[src/design/meminit_pkg.sv]
/*
 * Shared types and constants for the memory maintenance block.
 * Imported by every RTL module in the design, and by the testbench
 * wherever it needs the same widths or the start-up phase encoding.
 */
`default_nettype none

package meminit_pkg;

    // data words, loader words and both checksums
    typedef logic [31:0] word_t;

    // byte address on the memory port and the processor bus
    typedef logic [31:0] addr_t;

    // byte lane enables, bit n enables byte n of the word
    typedef logic [3:0] ctrl_t;

    // start-up phases, in the order the sequencer walks them
    typedef enum logic [2:0] {
        PH_CALIB  = 3'd0,   // waiting for controller calibration
        PH_ZERO   = 3'd1,   // zero-fill of the zero region
        PH_LOAD   = 3'd2,   // boot image copy from the loader
        PH_VERIFY = 3'd3,   // read-back and checksum compare
        PH_RUN    = 3'd4    // processor bus owns the memory
    } phase_t;

    // processor addresses are cut down to 64 MiB
    localparam addr_t ADDR_MASK = 32'h03ff_ffff;

    // address step per word
    localparam addr_t WORD_BYTES = 32'd4;

    // every start-up access writes or reads a full word
    localparam ctrl_t CTRL_FULL = 4'b1111;

endpackage

`default_nettype wire

[src/design/init_sequencer.sv]
/*
 * Start-up phase register. Steps through calibration, zero-fill, image load
 * and read-back, then stays in run until the next reset.
 */
`timescale 1ns/1ps
`default_nettype none

module init_sequencer (
    input  wire                 clk,
    input  wire                 i_rst,
    input  wire                 i_calib_done,
    input  wire                 i_zero_done,
    input  wire                 i_load_done,
    input  wire                 i_verify_done,
    output meminit_pkg::phase_t o_phase,
    output wire                 o_init_done
);
    import meminit_pkg::*;

    always_ff @(posedge clk) begin
        if (i_rst) begin
            o_phase <= PH_CALIB;
        end else begin
            case (o_phase)
                PH_CALIB:  if (i_calib_done)  o_phase <= PH_ZERO;
                PH_ZERO:   if (i_zero_done)   o_phase <= PH_LOAD;
                PH_LOAD:   if (i_load_done)   o_phase <= PH_VERIFY;
                PH_VERIFY: if (i_verify_done) o_phase <= PH_RUN;
                PH_RUN:    o_phase <= PH_RUN;  // final until reset
                default:   o_phase <= PH_CALIB;
            endcase
        end
    end

    assign o_init_done = (o_phase == PH_RUN);

    // phases only ever move forward between resets
    a_phase_forward: assert property (
        @(posedge clk) disable iff (i_rst)
        o_phase >= $past(o_phase)
    ) else $error("start-up phase moved backward");

endmodule

`default_nettype wire

[src/design/zero_fill.sv]
/*
 * Zero-fill engine. Once the sequencer enters the zero phase it issues one
 * full-word write per memory operation from address 0 up to ZERO_BYTES.
 * The write data itself is zero and is supplied by the port mux.
 */
`timescale 1ns/1ps
`default_nettype none

module zero_fill #(
    parameter int unsigned ZERO_BYTES = 64
) (
    input  wire                 clk,
    input  wire                 i_rst,
    input  wire meminit_pkg::phase_t i_phase,
    input  wire                 i_mem_busy,
    output logic                o_wr_en,
    output meminit_pkg::addr_t  o_addr,
    output logic                o_done
);
    import meminit_pkg::*;

    localparam addr_t ZERO_END = addr_t'(ZERO_BYTES);

    logic active;

    assign active = (i_phase == PH_ZERO) && !o_done;

    always_ff @(posedge clk) begin
        if (i_rst) begin
            o_wr_en <= 1'b0;
            o_addr  <= '0;
            o_done  <= 1'b0;
        end else begin
            if (active) begin
                if (o_wr_en) begin
                    // controller took the write
                    if (i_mem_busy) begin
                        o_wr_en <= 1'b0;
                        o_addr  <= o_addr + WORD_BYTES;
                    end
                end else if (!i_mem_busy && (o_addr < ZERO_END)) begin
                    o_wr_en <= 1'b1;  // next word
                end
            end
            if (o_addr >= ZERO_END) begin
                o_done <= 1'b1;  // one cycle after the last step
            end
        end
    end

endmodule

`default_nettype wire

[src/design/image_loader.sv]
/*
 * Boot image copy. Takes one word per loader strobe, adds it to the running
 * checksum and writes it to memory from address 0 upward. o_ld_ready tells
 * the word source when the next strobe may be given.
 */
`timescale 1ns/1ps
`default_nettype none

module image_loader #(
    parameter int unsigned IMAGE_BYTES = 32
) (
    input  wire                 clk,
    input  wire                 i_rst,
    input  wire meminit_pkg::phase_t i_phase,
    input  wire                 i_mem_busy,
    input  wire                 i_ld_we,
    input  wire meminit_pkg::word_t i_ld_data,
    output wire                 o_ld_ready,
    output logic                o_wr_en,
    output meminit_pkg::addr_t  o_addr,
    output meminit_pkg::word_t  o_wdata,
    output meminit_pkg::word_t  o_checksum,
    output logic                o_done
);
    import meminit_pkg::*;

    localparam addr_t IMAGE_END = addr_t'(IMAGE_BYTES);

    typedef enum logic [1:0] {
        LD_IDLE,      // waiting for a loader word
        LD_WAIT_BUSY, // write requested, controller not yet busy
        LD_WAIT_REL   // write in progress
    } ld_state_t;

    ld_state_t state;

    // idle, not finished, memory free
    assign o_ld_ready = (i_phase == PH_LOAD) && (state == LD_IDLE) &&
                        !i_mem_busy && (o_addr < IMAGE_END);

    always_ff @(posedge clk) begin
        if (i_rst) begin
            state      <= LD_IDLE;
            o_wr_en    <= 1'b0;
            o_addr     <= '0;
            o_checksum <= '0;
            o_done     <= 1'b0;
        end else begin
            case (state)
                LD_IDLE: begin
                    if (i_ld_we && o_ld_ready) begin
                        o_wr_en    <= 1'b1;
                        o_checksum <= o_checksum + i_ld_data;
                        state      <= LD_WAIT_BUSY;
                    end
                end
                LD_WAIT_BUSY: begin
                    if (i_mem_busy) begin
                        o_wr_en <= 1'b0;
                        o_addr  <= o_addr + WORD_BYTES;
                        state   <= LD_WAIT_REL;
                    end
                end
                LD_WAIT_REL: begin
                    if (!i_mem_busy) state <= LD_IDLE;
                end
                default: state <= LD_IDLE;
            endcase
            if (o_addr >= IMAGE_END) begin
                o_done <= 1'b1;
            end
        end
    end

    // write data is payload, held for the whole request
    always_ff @(posedge clk) begin
        if (i_ld_we && o_ld_ready) o_wdata <= i_ld_data;
    end

    // the word source must respect ready, a lost strobe corrupts the image
    a_strobe_when_ready: assert property (
        @(posedge clk) disable iff (i_rst)
        i_ld_we |-> o_ld_ready
    ) else $error("loader strobe while o_ld_ready is low");

endmodule

`default_nettype wire

[src/design/readback_verify.sv]
/*
 * Image read-back. Reads every word of the image region once, sums the
 * returned data and compares the sum against the load checksum. The result
 * is registered when the last word is in and held until reset.
 */
`timescale 1ns/1ps
`default_nettype none

module readback_verify #(
    parameter int unsigned IMAGE_BYTES = 32
) (
    input  wire                 clk,
    input  wire                 i_rst,
    input  wire meminit_pkg::phase_t i_phase,
    input  wire                 i_mem_busy,
    input  wire meminit_pkg::word_t i_mem_rdata,
    input  wire meminit_pkg::word_t i_load_checksum,
    output logic                o_rd_en,
    output meminit_pkg::addr_t  o_addr,
    output logic                o_done,
    output logic                o_match
);
    import meminit_pkg::*;

    localparam addr_t IMAGE_END = addr_t'(IMAGE_BYTES);

    typedef enum logic [1:0] {
        RB_REQ,       // raise a read when memory is idle
        RB_WAIT_BUSY, // read requested, waiting for busy
        RB_WAIT_DATA  // read in progress, data on busy fall
    } rb_state_t;

    rb_state_t state;
    word_t     sum;
    logic      active;

    assign active = (i_phase == PH_VERIFY) && !o_done;

    always_ff @(posedge clk) begin
        if (i_rst) begin
            state   <= RB_REQ;
            o_rd_en <= 1'b0;
            o_addr  <= '0;
            sum     <= '0;
            o_done  <= 1'b0;
            o_match <= 1'b0;
        end else if (active) begin
            case (state)
                RB_REQ: begin
                    if (!i_mem_busy && (o_addr < IMAGE_END)) begin
                        o_rd_en <= 1'b1;
                        state   <= RB_WAIT_BUSY;
                    end
                end
                RB_WAIT_BUSY: begin
                    if (i_mem_busy) begin
                        o_rd_en <= 1'b0;  // controller has the read
                        state   <= RB_WAIT_DATA;
                    end
                end
                RB_WAIT_DATA: begin
                    if (!i_mem_busy) begin
                        sum    <= sum + i_mem_rdata;  // rdata valid this cycle
                        o_addr <= o_addr + WORD_BYTES;
                        state  <= RB_REQ;
                    end
                end
                default: state <= RB_REQ;
            endcase
            // sum is final once the address has passed the image
            if (o_addr >= IMAGE_END) begin
                o_done  <= 1'b1;
                o_match <= (sum == i_load_checksum);
            end
        end
    end

endmodule

`default_nettype wire

[src/design/mem_port_mux.sv]
/*
 * Memory port select. Picks the start-up engine that owns the port for the
 * current phase, and passes the processor bus through only in run.
 * Purely combinational.
 */
`timescale 1ns/1ps
`default_nettype none

module mem_port_mux (
    input  wire meminit_pkg::phase_t i_phase,
    input  wire                 i_zero_wr_en,
    input  wire meminit_pkg::addr_t i_zero_addr,
    input  wire                 i_load_wr_en,
    input  wire meminit_pkg::addr_t i_load_addr,
    input  wire meminit_pkg::word_t i_load_wdata,
    input  wire                 i_verify_rd_en,
    input  wire meminit_pkg::addr_t i_verify_addr,
    input  wire                 i_rd_en,
    input  wire                 i_wr_en,
    input  wire meminit_pkg::addr_t i_addr,
    input  wire meminit_pkg::word_t i_data,
    input  wire meminit_pkg::ctrl_t i_ctrl,
    input  wire                 i_mem_busy,
    output logic                o_mem_rd_en,
    output logic                o_mem_wr_en,
    output meminit_pkg::addr_t  o_mem_addr,
    output meminit_pkg::word_t  o_mem_wdata,
    output meminit_pkg::ctrl_t  o_mem_ctrl,
    output logic                o_busy
);
    import meminit_pkg::*;

    always_comb begin
        // start-up defaults: port quiet, processor held off
        o_mem_rd_en = 1'b0;
        o_mem_wr_en = 1'b0;
        o_mem_addr  = '0;
        o_mem_wdata = '0;
        o_mem_ctrl  = CTRL_FULL;
        o_busy      = 1'b1;
        case (i_phase)
            PH_ZERO: begin
                o_mem_wr_en = i_zero_wr_en;
                o_mem_addr  = i_zero_addr;  // wdata stays zero
            end
            PH_LOAD: begin
                o_mem_wr_en = i_load_wr_en;
                o_mem_addr  = i_load_addr;
                o_mem_wdata = i_load_wdata;
            end
            PH_VERIFY: begin
                o_mem_rd_en = i_verify_rd_en;
                o_mem_addr  = i_verify_addr;
            end
            PH_RUN: begin
                o_mem_rd_en = i_rd_en;
                o_mem_wr_en = i_wr_en;
                o_mem_addr  = i_addr & ADDR_MASK;
                o_mem_wdata = i_data;
                o_mem_ctrl  = i_ctrl;
                o_busy      = i_mem_busy;
            end
            default: ;  // calibration, nothing on the port
        endcase
    end

    // the controller takes one kind of request at a time
    a_rd_wr_excl: assert final (!(o_mem_rd_en && o_mem_wr_en))
        else $error("read and write requested together on memory port");

endmodule

`default_nettype wire

[src/design/mem_maint.sv]
/*
 * Memory maintenance top. Runs calibration wait, zero-fill, image load and
 * read-back verify after reset, then hands the memory port to the processor.
 * ZERO_BYTES and IMAGE_BYTES are word multiples, image no larger than zero.
 */
`timescale 1ns/1ps
`default_nettype none

module mem_maint #(
    parameter int unsigned ZERO_BYTES  = 64,
    parameter int unsigned IMAGE_BYTES = 32
) (
    input  wire                 clk,
    input  wire                 i_rst,
    // processor bus
    input  wire                 i_rd_en,
    input  wire                 i_wr_en,
    input  wire meminit_pkg::addr_t i_addr,
    input  wire meminit_pkg::word_t i_data,
    input  wire meminit_pkg::ctrl_t i_ctrl,
    output wire meminit_pkg::word_t o_data,
    output wire                 o_busy,
    // boot image word source
    input  wire                 i_ld_we,
    input  wire meminit_pkg::word_t i_ld_data,
    output wire                 o_ld_ready,
    // memory controller port
    output wire                 o_mem_rd_en,
    output wire                 o_mem_wr_en,
    output wire meminit_pkg::addr_t o_mem_addr,
    output wire meminit_pkg::word_t o_mem_wdata,
    output wire meminit_pkg::ctrl_t o_mem_ctrl,
    input  wire meminit_pkg::word_t i_mem_rdata,
    input  wire                 i_mem_busy,
    input  wire                 i_calib_done,
    // status
    output wire                 o_init_done,
    output wire                 o_checksum_match
);
    import meminit_pkg::*;

    phase_t phase;
    logic   zero_done;
    logic   load_done;
    logic   verify_done;
    logic   zero_wr_en;
    addr_t  zero_addr;
    logic   load_wr_en;
    addr_t  load_addr;
    word_t  load_wdata;
    word_t  load_checksum;
    logic   verify_rd_en;
    addr_t  verify_addr;

    assign o_data = i_mem_rdata;  // read data goes straight back

    init_sequencer i_init_sequencer (
        .clk           (clk),
        .i_rst         (i_rst),
        .i_calib_done  (i_calib_done),
        .i_zero_done   (zero_done),
        .i_load_done   (load_done),
        .i_verify_done (verify_done),
        .o_phase       (phase),
        .o_init_done   (o_init_done)
    );

    zero_fill #(.ZERO_BYTES(ZERO_BYTES)) i_zero_fill (
        .clk        (clk),
        .i_rst      (i_rst),
        .i_phase    (phase),
        .i_mem_busy (i_mem_busy),
        .o_wr_en    (zero_wr_en),
        .o_addr     (zero_addr),
        .o_done     (zero_done)
    );

    image_loader #(.IMAGE_BYTES(IMAGE_BYTES)) i_image_loader (
        .clk        (clk),
        .i_rst      (i_rst),
        .i_phase    (phase),
        .i_mem_busy (i_mem_busy),
        .i_ld_we    (i_ld_we),
        .i_ld_data  (i_ld_data),
        .o_ld_ready (o_ld_ready),
        .o_wr_en    (load_wr_en),
        .o_addr     (load_addr),
        .o_wdata    (load_wdata),
        .o_checksum (load_checksum),
        .o_done     (load_done)
    );

    readback_verify #(.IMAGE_BYTES(IMAGE_BYTES)) i_readback_verify (
        .clk             (clk),
        .i_rst           (i_rst),
        .i_phase         (phase),
        .i_mem_busy      (i_mem_busy),
        .i_mem_rdata     (i_mem_rdata),
        .i_load_checksum (load_checksum),
        .o_rd_en         (verify_rd_en),
        .o_addr          (verify_addr),
        .o_done          (verify_done),
        .o_match         (o_checksum_match)
    );

    mem_port_mux i_mem_port_mux (
        .i_phase        (phase),
        .i_zero_wr_en   (zero_wr_en),
        .i_zero_addr    (zero_addr),
        .i_load_wr_en   (load_wr_en),
        .i_load_addr    (load_addr),
        .i_load_wdata   (load_wdata),
        .i_verify_rd_en (verify_rd_en),
        .i_verify_addr  (verify_addr),
        .i_rd_en        (i_rd_en),
        .i_wr_en        (i_wr_en),
        .i_addr         (i_addr),
        .i_data         (i_data),
        .i_ctrl         (i_ctrl),
        .i_mem_busy     (i_mem_busy),
        .o_mem_rd_en    (o_mem_rd_en),
        .o_mem_wr_en    (o_mem_wr_en),
        .o_mem_addr     (o_mem_addr),
        .o_mem_wdata    (o_mem_wdata),
        .o_mem_ctrl     (o_mem_ctrl),
        .o_busy         (o_busy)
    );

endmodule

`default_nettype wire

[config.mk]
export PLATFORM = sky130hd
export DESIGN_NAME = mem_maint
export DESIGN_NICKNAME = d
export VERILOG_FILES = /design/src/design/meminit_pkg.sv /design/src/design/init_sequencer.sv /design/src/design/zero_fill.sv /design/src/design/image_loader.sv /design/src/design/readback_verify.sv /design/src/design/mem_port_mux.sv /design/src/design/mem_maint.sv
export SDC_FILE = /design/constraint.sdc
export NUM_CORES = 1
export LEC_CHECK = 0
export BUFFER_PORTS_ARGS = -buffer_cell sky130_fd_sc_hd__buf_4
export CORE_UTILIZATION = 53
export CTS_BUF_LIST = sky130_fd_sc_hd__clkbuf_4 sky130_fd_sc_hd__clkbuf_8
export DETAILED_ROUTE_END_ITERATION = 8
export PLACE_DENSITY = 0.79
export SLEW_MARGIN = 10
export SYNTH_ARGS = -nofsm -noshare
export SYNTH_HDL_FRONTEND = slang
export SYNTH_HIERARCHICAL = 1
export SYNTH_SLANG_ARGS = --single-unit
[constraint.sdc]
create_clock -name clk -period 2.53 [get_ports clk]
set_input_delay 0.253 -clock clk [delete_from_list [all_inputs] [get_ports clk]]
set_output_delay 0.253 -clock clk [all_outputs]
set_load 0.05 [all_outputs]
==> results of run 1 <==
## area by class of cell
cell class	instances	area, µm²
clock buffers	18	241.5
clock inverters	14	153.9
fillers	1922	7592
inverters	25	93.84
multi-input cells	1286	8919
flip-flops and latches	200	4338
well taps	330	412.9
repair buffers	435	3431
## cell families after synthesis
group	count (synthesis)	share of synthesized area [%]
compound gates	398	19.57
other cells	3	0.08277
xor+xnor	137	8.820
fa+ha+maj	70	6.548
mux	38	2.814
simple gates	637	24.57
flops	200	31.79
buf+inv	151	5.803
## worst register-to-register path: cells and delay by family, from the launching register on
kind | cells | cell delay (ns)
compound gates | 5 | 0.66
fa+ha+maj | 2 | 0.35
buf+inv | 1 | 0.14
flops | 1 | 0.37
simple gates | 3 | 1.08
## power by group through the flow
stage | clock, W | combinational, W | sequential (W)
after floorplan | 0 | 0.000458 | 0.00331
after global placement | 0 | 0.000765 | 0.00331
after detailed placement | 0 | 0.000773 | 0.00331
after CTS | 0.00211 | 0.000821 | 0.00323
after global routing | 0.00224 | 0.000915 | 0.00324
final | 0.00209 | 0.000864 | 0.00324
## per-layer routing
metal | track usage, % | vias to the layer above
met5 | 0 | -
met4 | 8.748 | 0
met3 | 5.388 | 80
met2 | 49.90 | 609
met1 | 42.91 | 6588
li1 | - | 6637
## cells in the mapped netlist, drive strengths merged, types with 10 or more instances
library cell  number  share of area, %
nand2            211               5.8
nor2             118               3.3
a31oi             11              0.51
clkbuf            53               1.5
nand4             46               2.2
and4              12              0.77
a21o              25               1.4
o221ai            27               1.7
nor3              23              0.85
nor4              23               1.1
xor2              63               4.1
a211oi            18               1.1
mux2i             36               2.6
buf               73               3.6
or3               15              0.69
ha                68               6.3
edfxtp            32               7.1
xnor2             74               4.8
nand2b            12              0.55
and3              22               1.0
a22o              32               2.1
a21oi            147               5.5
o21bai            10              0.55
or4               19               1.1
o31ai             21               1.4
o21ai             57               2.2
dfxtp            168                25
nor2b             12              0.55
inv               24              0.66
or4bb             19               1.6
nand3             61               2.2
## cell usage in the layout, fill, tap and decap left out, types with 11 or more instances in the layout
cell type / instances
or4bb_1: 19
a21oi_2: 12
or3_1: 15
nor2_1: 115
or4_1: 18
o31ai_1: 17
xnor2_1: 74
nand2b_1: 11
a22o_1: 32
nand3_1: 59
a21o_1: 25
o21ai_0: 43
xor2_1: 62
nor4_1: 20
nor2b_1: 12
dlygate4sd3_1: 31
a21oi_1: 133
nand2_1: 206
clkbuf_8: 17
edfxtp_1: 32
mux2i_1: 36
and3_1: 21
dfxtp_1: 157
nor3_1: 22
inv_1: 23
nand4_1: 45
a211oi_1: 13
and4_1: 11
buf_4: 398
dfxtp_2: 11
ha_1: 55
o221ai_1: 27
## flip-flops by register name, summed over array words and instances, names as in the netlist, 3 cells and up
name                       cells
i_image_loader/o_addr         30
i_image_loader/o_wdata        32
i_init_sequencer/o_phase       3
i_readback_verify/o_addr      30
i_image_loader/o_checksum     32
i_zero_fill/o_addr            30
i_readback_verify/sum         32
## stage by stage
stage	util [%]	total power (W)
4_1_cts	68.26	0.006167
3_5_place_dp	65.01	0.004080
5_1_grt	69.85	0.006390
6_report	69.85	0.006192
2_1_floorplan	-	0.003764
3_3_place_gp	65.01	0.004071
## worst max-delay path by stage
| stage | startpoint | endpoint | slack, ns | cells past startpoint |
|---|---|---|---|---|
| global placement | i_mem_rdata[0] | i_readback_verify/sum[24] | -0.13 | 12 |
| finish | i_image_loader/o_checksum[0] | i_image_loader/o_checksum[22] | -0.13 | 11 |
| CTS | i_image_loader/o_checksum[0] | i_image_loader/o_checksum[26] | -0.11 | 10 |
| detailed placement | i_mem_rdata[0] | i_readback_verify/sum[24] | -0.22 | 12 |
| floorplan | i_readback_verify/sum[0] | i_readback_verify/sum[24] | 0.02 | 11 |
| global route | i_readback_verify/sum[0] | i_readback_verify/sum[26] | -0.22 | 11 |
## timing repair
item / CTS / global route
setup buffers: 2 / 8
pin swaps: 14 / 18
cloned: 0 / 1
endpoints found under the setup margin: 30 / 62
hold endpoints to repair: 31 / 0
resized for setup: 17 / 73
hold buffers: 31 / 0
==> flow_summary.toml, run 1 <==
[outcome]
status = "finished, violations left"
violations = "setup timing"

[setup_path]
reg2reg_slack_ns = -0.13
startpoint_type = "register"
crit_path_end_kind = "register"
path_delay_family = "simple AND/OR/NAND/NOR gates"
cp.required_ns = 2.96
worst_path_max_delay_cell = "or4_4"
worst_ep_arrival_time_ns = 3.10
r2r-end = "i_image_loader/o_checksum[22]"
r2r-start = "i_image_loader/o_checksum[0]"
rr_worst_depth = 11
crit_fanout = 3
cp.buffers_inverters = 1
path_cells = "ha_4, fa_2, a21o_1, a221oi_4, buf_4, or4_4, a21oi_4, o31a_2, o21ai_2, or4_1, nand3_2"
criticalPathCategory = "register to register"
critical_path.max_stage_delay_ns = 0.57

[finish]
drive_gt1_share_pct = 27.15
diodes = 0
stdcell_count = 2308
final_area_um2 = 17590
syn2layout_area_growth_pct = 29.29
fin_nets = 2174

[synthesis]
synth.distinct_cells = 91
syn_area_per_cell_um2 = 8.326
synthCells = 1634
synthFlopType = "dfxtp_1"
synth.yosys.seq_area_share_pct = 31.79
synth_area_um2 = 13600
synth-seq-cells = 200
ys.warnings.count = 6
ys_async_sr_fraction_pct = 0
synth-edff-count = 32

[timing]
tns_ns = -0.6470
maxSlewHeadroom_pct = 63.69
worst_hold_slack_ns = 0.08275
finalMaxSlewViolations = 0
post-route-period-util_pct = 105.3
tightestPinTransition_ns = 0.5446
setup_slack_ns = -0.1338
setup_viol = 10
finalHoldViolations = 0
skew_ns = 0.01631
fmax_ghz = 0.3754
rsz0062_at_grt = "true"
min_period_ns = 2.664

[job]
maxCapViolCount = 0

[placed_design]
placed_cell_area_um2 = 16370
place_hpwl_um = 31230
place_congestion = 0.9399
placement.io_buffers = 238
dp_slack_ns = -0.2157
dpl.cell_count = 2234

[die]
die_width_um = 162.2
io_pins = 245
core_um2 = 25180
fp-row-count = 58
die_h_um = 162.2
die-area_um2 = 26310
initial_core_util_pct = 54.02

[clock_network]
clock_latency_ns = 0.49
h-tree-depth = 4
numCtsBuffers = 17
clockBufferDepth = 2
tritoncts = "done"
clk_pin_slew_ns = 0.12
cts_root_buffer = "clkbuf_8"
cts_sinks = 200

[drt]
vias_per_cell = 6.029
drtIter0Drc = 1324
wl_um = 42570
highest_layer = "met4"
routedWlPerCell_um = 18.44
dr.pass1.iters = 6
drcViolationCount = 0
wl_met1_um = 18380
wl_met2_um = 19650
num_vias = 13910
ant_nets = 0
dr_wl_met3_um = 3611

[worst_hold_path]
hold_start = "i_ld_data[0]"
hold_end = "i_image_loader/o_wdata[0]"
hold_path.class = "input pin to register"
hold_path_depth = 2

[power_and_ir_drop]
p_per_area_nw_per_um2 = 352.0
p_seq_share_pct = 52.3
power.leakage_nw = 7.074
switching_share_pct = 29.28
ir_worst_vdd_mv = 0.3529
switchingPower_w = 0.001813
p_int_w = 0.004379
p_clk_share_pct = 33.8
combinationalPowerShare_pct = 13.9

[global_route]
antenna_found_initial = 0
grt_pass1_vias = 12650
overflow = 0
grt_usage_pct = 31.15
grt_max_degree = 67
grt_pass1_wl_um = 65290
(Power assumes the default switching activity.)
==> inputs of run 2 (changes only) <==
PLACE_DENSITY = not set   (was 0.79)
PLACE_DENSITY_LB_ADDON = 0.1   (was not set)
==> flow_summary.toml, run 2 (synthesized netlist as in run 1, its figures left out) <==
[timing]
worst_hold_slack_ns = 0.08049
post-route-period-util_pct = 104.4
tns_ns = -0.4756
setup_viol = 8
maxSlewHeadroom_pct = 60.08
fmax_ghz = 0.3787
rsz0062_at_grt = "true"
tightestPinTransition_ns = 0.5987
skew_ns = 0.02881
finalMaxSlewViolations = 0
setup_slack_ns = -0.1108
min_period_ns = 2.641
finalHoldViolations = 0

[global_route]
grt_usage_pct = 30.61
grt_pass1_wl_um = 63980
grt_max_degree = 67
overflow = 0
antenna_found_initial = 0
grt_pass1_vias = 12180

[clock_network]
cts_sinks = 200
cts_root_buffer = "clkbuf_8"
numCtsBuffers = 17
clk_pin_slew_ns = 0.12
clockBufferDepth = 2
h-tree-depth = 4
tritoncts = "done"
clock_latency_ns = 0.49

[power_and_ir_drop]
ir_worst_vdd_mv = 0.3523
p_int_w = 0.004490
p_seq_share_pct = 51.3
p_per_area_nw_per_um2 = 358.9
power.leakage_nw = 7.078
switchingPower_w = 0.001822
combinationalPowerShare_pct = 13.5
p_clk_share_pct = 35.3
finalPower_w = 0.006313
switching_share_pct = 28.87

[worst_hold_path]
hold_path.class = "input pin to register"
hold_path_depth = 2
hold_end = "i_readback_verify/o_rd_en"
hold_start = "i_mem_busy"

[setup_path]
startpoint_type = "register"
cp.required_ns = 2.89
cp.buffers_inverters = 0
path_cells = "ha_4, fa_2, a21oi_2, o211a_1, o31ai_4, a211oi_4, o21ai_2, a311o_1, a41oi_2, xor2_1, o21ai_1"
critical_path.max_stage_delay_ns = 0.36
worst_path_max_delay_cell = "dfxtp_2"
reg2reg_slack_ns = -0.11
r2r-start = "i_readback_verify/sum[0]"
crit_fanout = 3
crit_path_end_kind = "register"
rr_worst_depth = 11
worst_ep_arrival_time_ns = 3.00
path_delay_family = "compound AO/OA/AOI/OAI gates"
criticalPathCategory = "register to register"
r2r-end = "i_readback_verify/sum[28]"

[die]
core_um2 = 25180
die-area_um2 = 26310
initial_core_util_pct = 54.02
io_pins = 245
die_h_um = 162.2
fp-row-count = 58
die_width_um = 162.2

[drt]
vias_per_cell = 5.890
num_vias = 13580
drtIter0Drc = 1169
drcViolationCount = 0
ant_nets = 0
routedWlPerCell_um = 18.00
wl_um = 41510
dr.pass1.iters = 5

[finish]
fin_nets = 2172
fill_cells = 2113
diodes = 0
layout_commonest_cell = "buf_4"
final_cell_mix = "389 x buf_4, 209 x nand2_1, 162 x dfxtp_1"
drive_gt1_share_pct = 25.91
syn2layout_area_growth_pct = 29.30
reg.largest.list = "i_image_loader/o_checksum: 32 flops, i_image_loader/o_wdata: 32 flops, i_readback_verify/sum: 32 flops"
seq_area_um2 = 4334
multi_input_area_um2 = 8835

[placed_design]
dp_slack_ns = -0.2123
placement.io_buffers = 238
place_hpwl_um = 31040
place_congestion = 0.9756

[outcome]
status = "finished, violations left"
violations = "setup timing"

[job]
maxCapViolCount = 0
run 2: cell type report:
class	count	share of cell area (%)
Inverter	25	0.5335
Multi-Input combinational cell	1286	50.22
Clock inverter	15	1.223
Timing Repair Buffer	433	19.70
Tap cell	330	2.347
Clock buffer	17	1.330
Sequential cell	200	24.64
run 2: worst max path at each step:
stage / start / end / depth (start not counted)
CTS: i_readback_verify/sum[0] / i_readback_verify/sum[20] / 12
floorplan: i_readback_verify/sum[0] / i_readback_verify/sum[24] / 11
global route: i_readback_verify/sum[0] / i_readback_verify/sum[20] / 12
finish: i_readback_verify/sum[0] / i_readback_verify/sum[28] / 11
detailed placement: i_mem_rdata[0] / i_readback_verify/sum[24] / 12
global placement: i_mem_rdata[0] / i_readback_verify/sum[24] / 12
run 2: what timing repair did:
item,CTS,global route
cloned,0,1
buffers inserted,9,9
setup endpoints to repair,72,91
hold buffers,32,0
hold endpoints to repair,32,0
pin swaps,14,17
gates resized for setup,22,57
run 2: metrics by stage:
stage | cell area [µm²] | utilization (%) | instances
after floorplan | 13650 | - | 1637
after global placement | 16320 | 64.80 | 2225
after detailed placement | 16320 | 64.80 | 2225
after CTS | 17270 | 68.60 | 2298
after global routing | 17590 | 69.85 | 2306
final | 17590 | 69.85 | 2306
run 2: layer usage:
| metal | vias up | global-route usage (%) | share of wire, % |
|---|---|---|---|
| li1 | 6603 | - | - |
| met1 | 6452 | 44.81 | 46 |
| met2 | 474 | 46.84 | 45 |
| met3 | 54 | 4.801 | 6.9 |
| met4 | 0 | 7.118 | 1.6 |
| met5 | - | 0 | 0 |
run 2: power groups by stage:
stage                     Sequential (W)  Combinational [W]  Clock, W
after floorplan                  0.00331           0.000458         0
after global placement           0.00331           0.000750         0
after detailed placement         0.00331           0.000760         0
after CTS                        0.00324           0.000813   0.00228
after global routing             0.00324           0.000905   0.00240
final                            0.00324           0.000849   0.00223
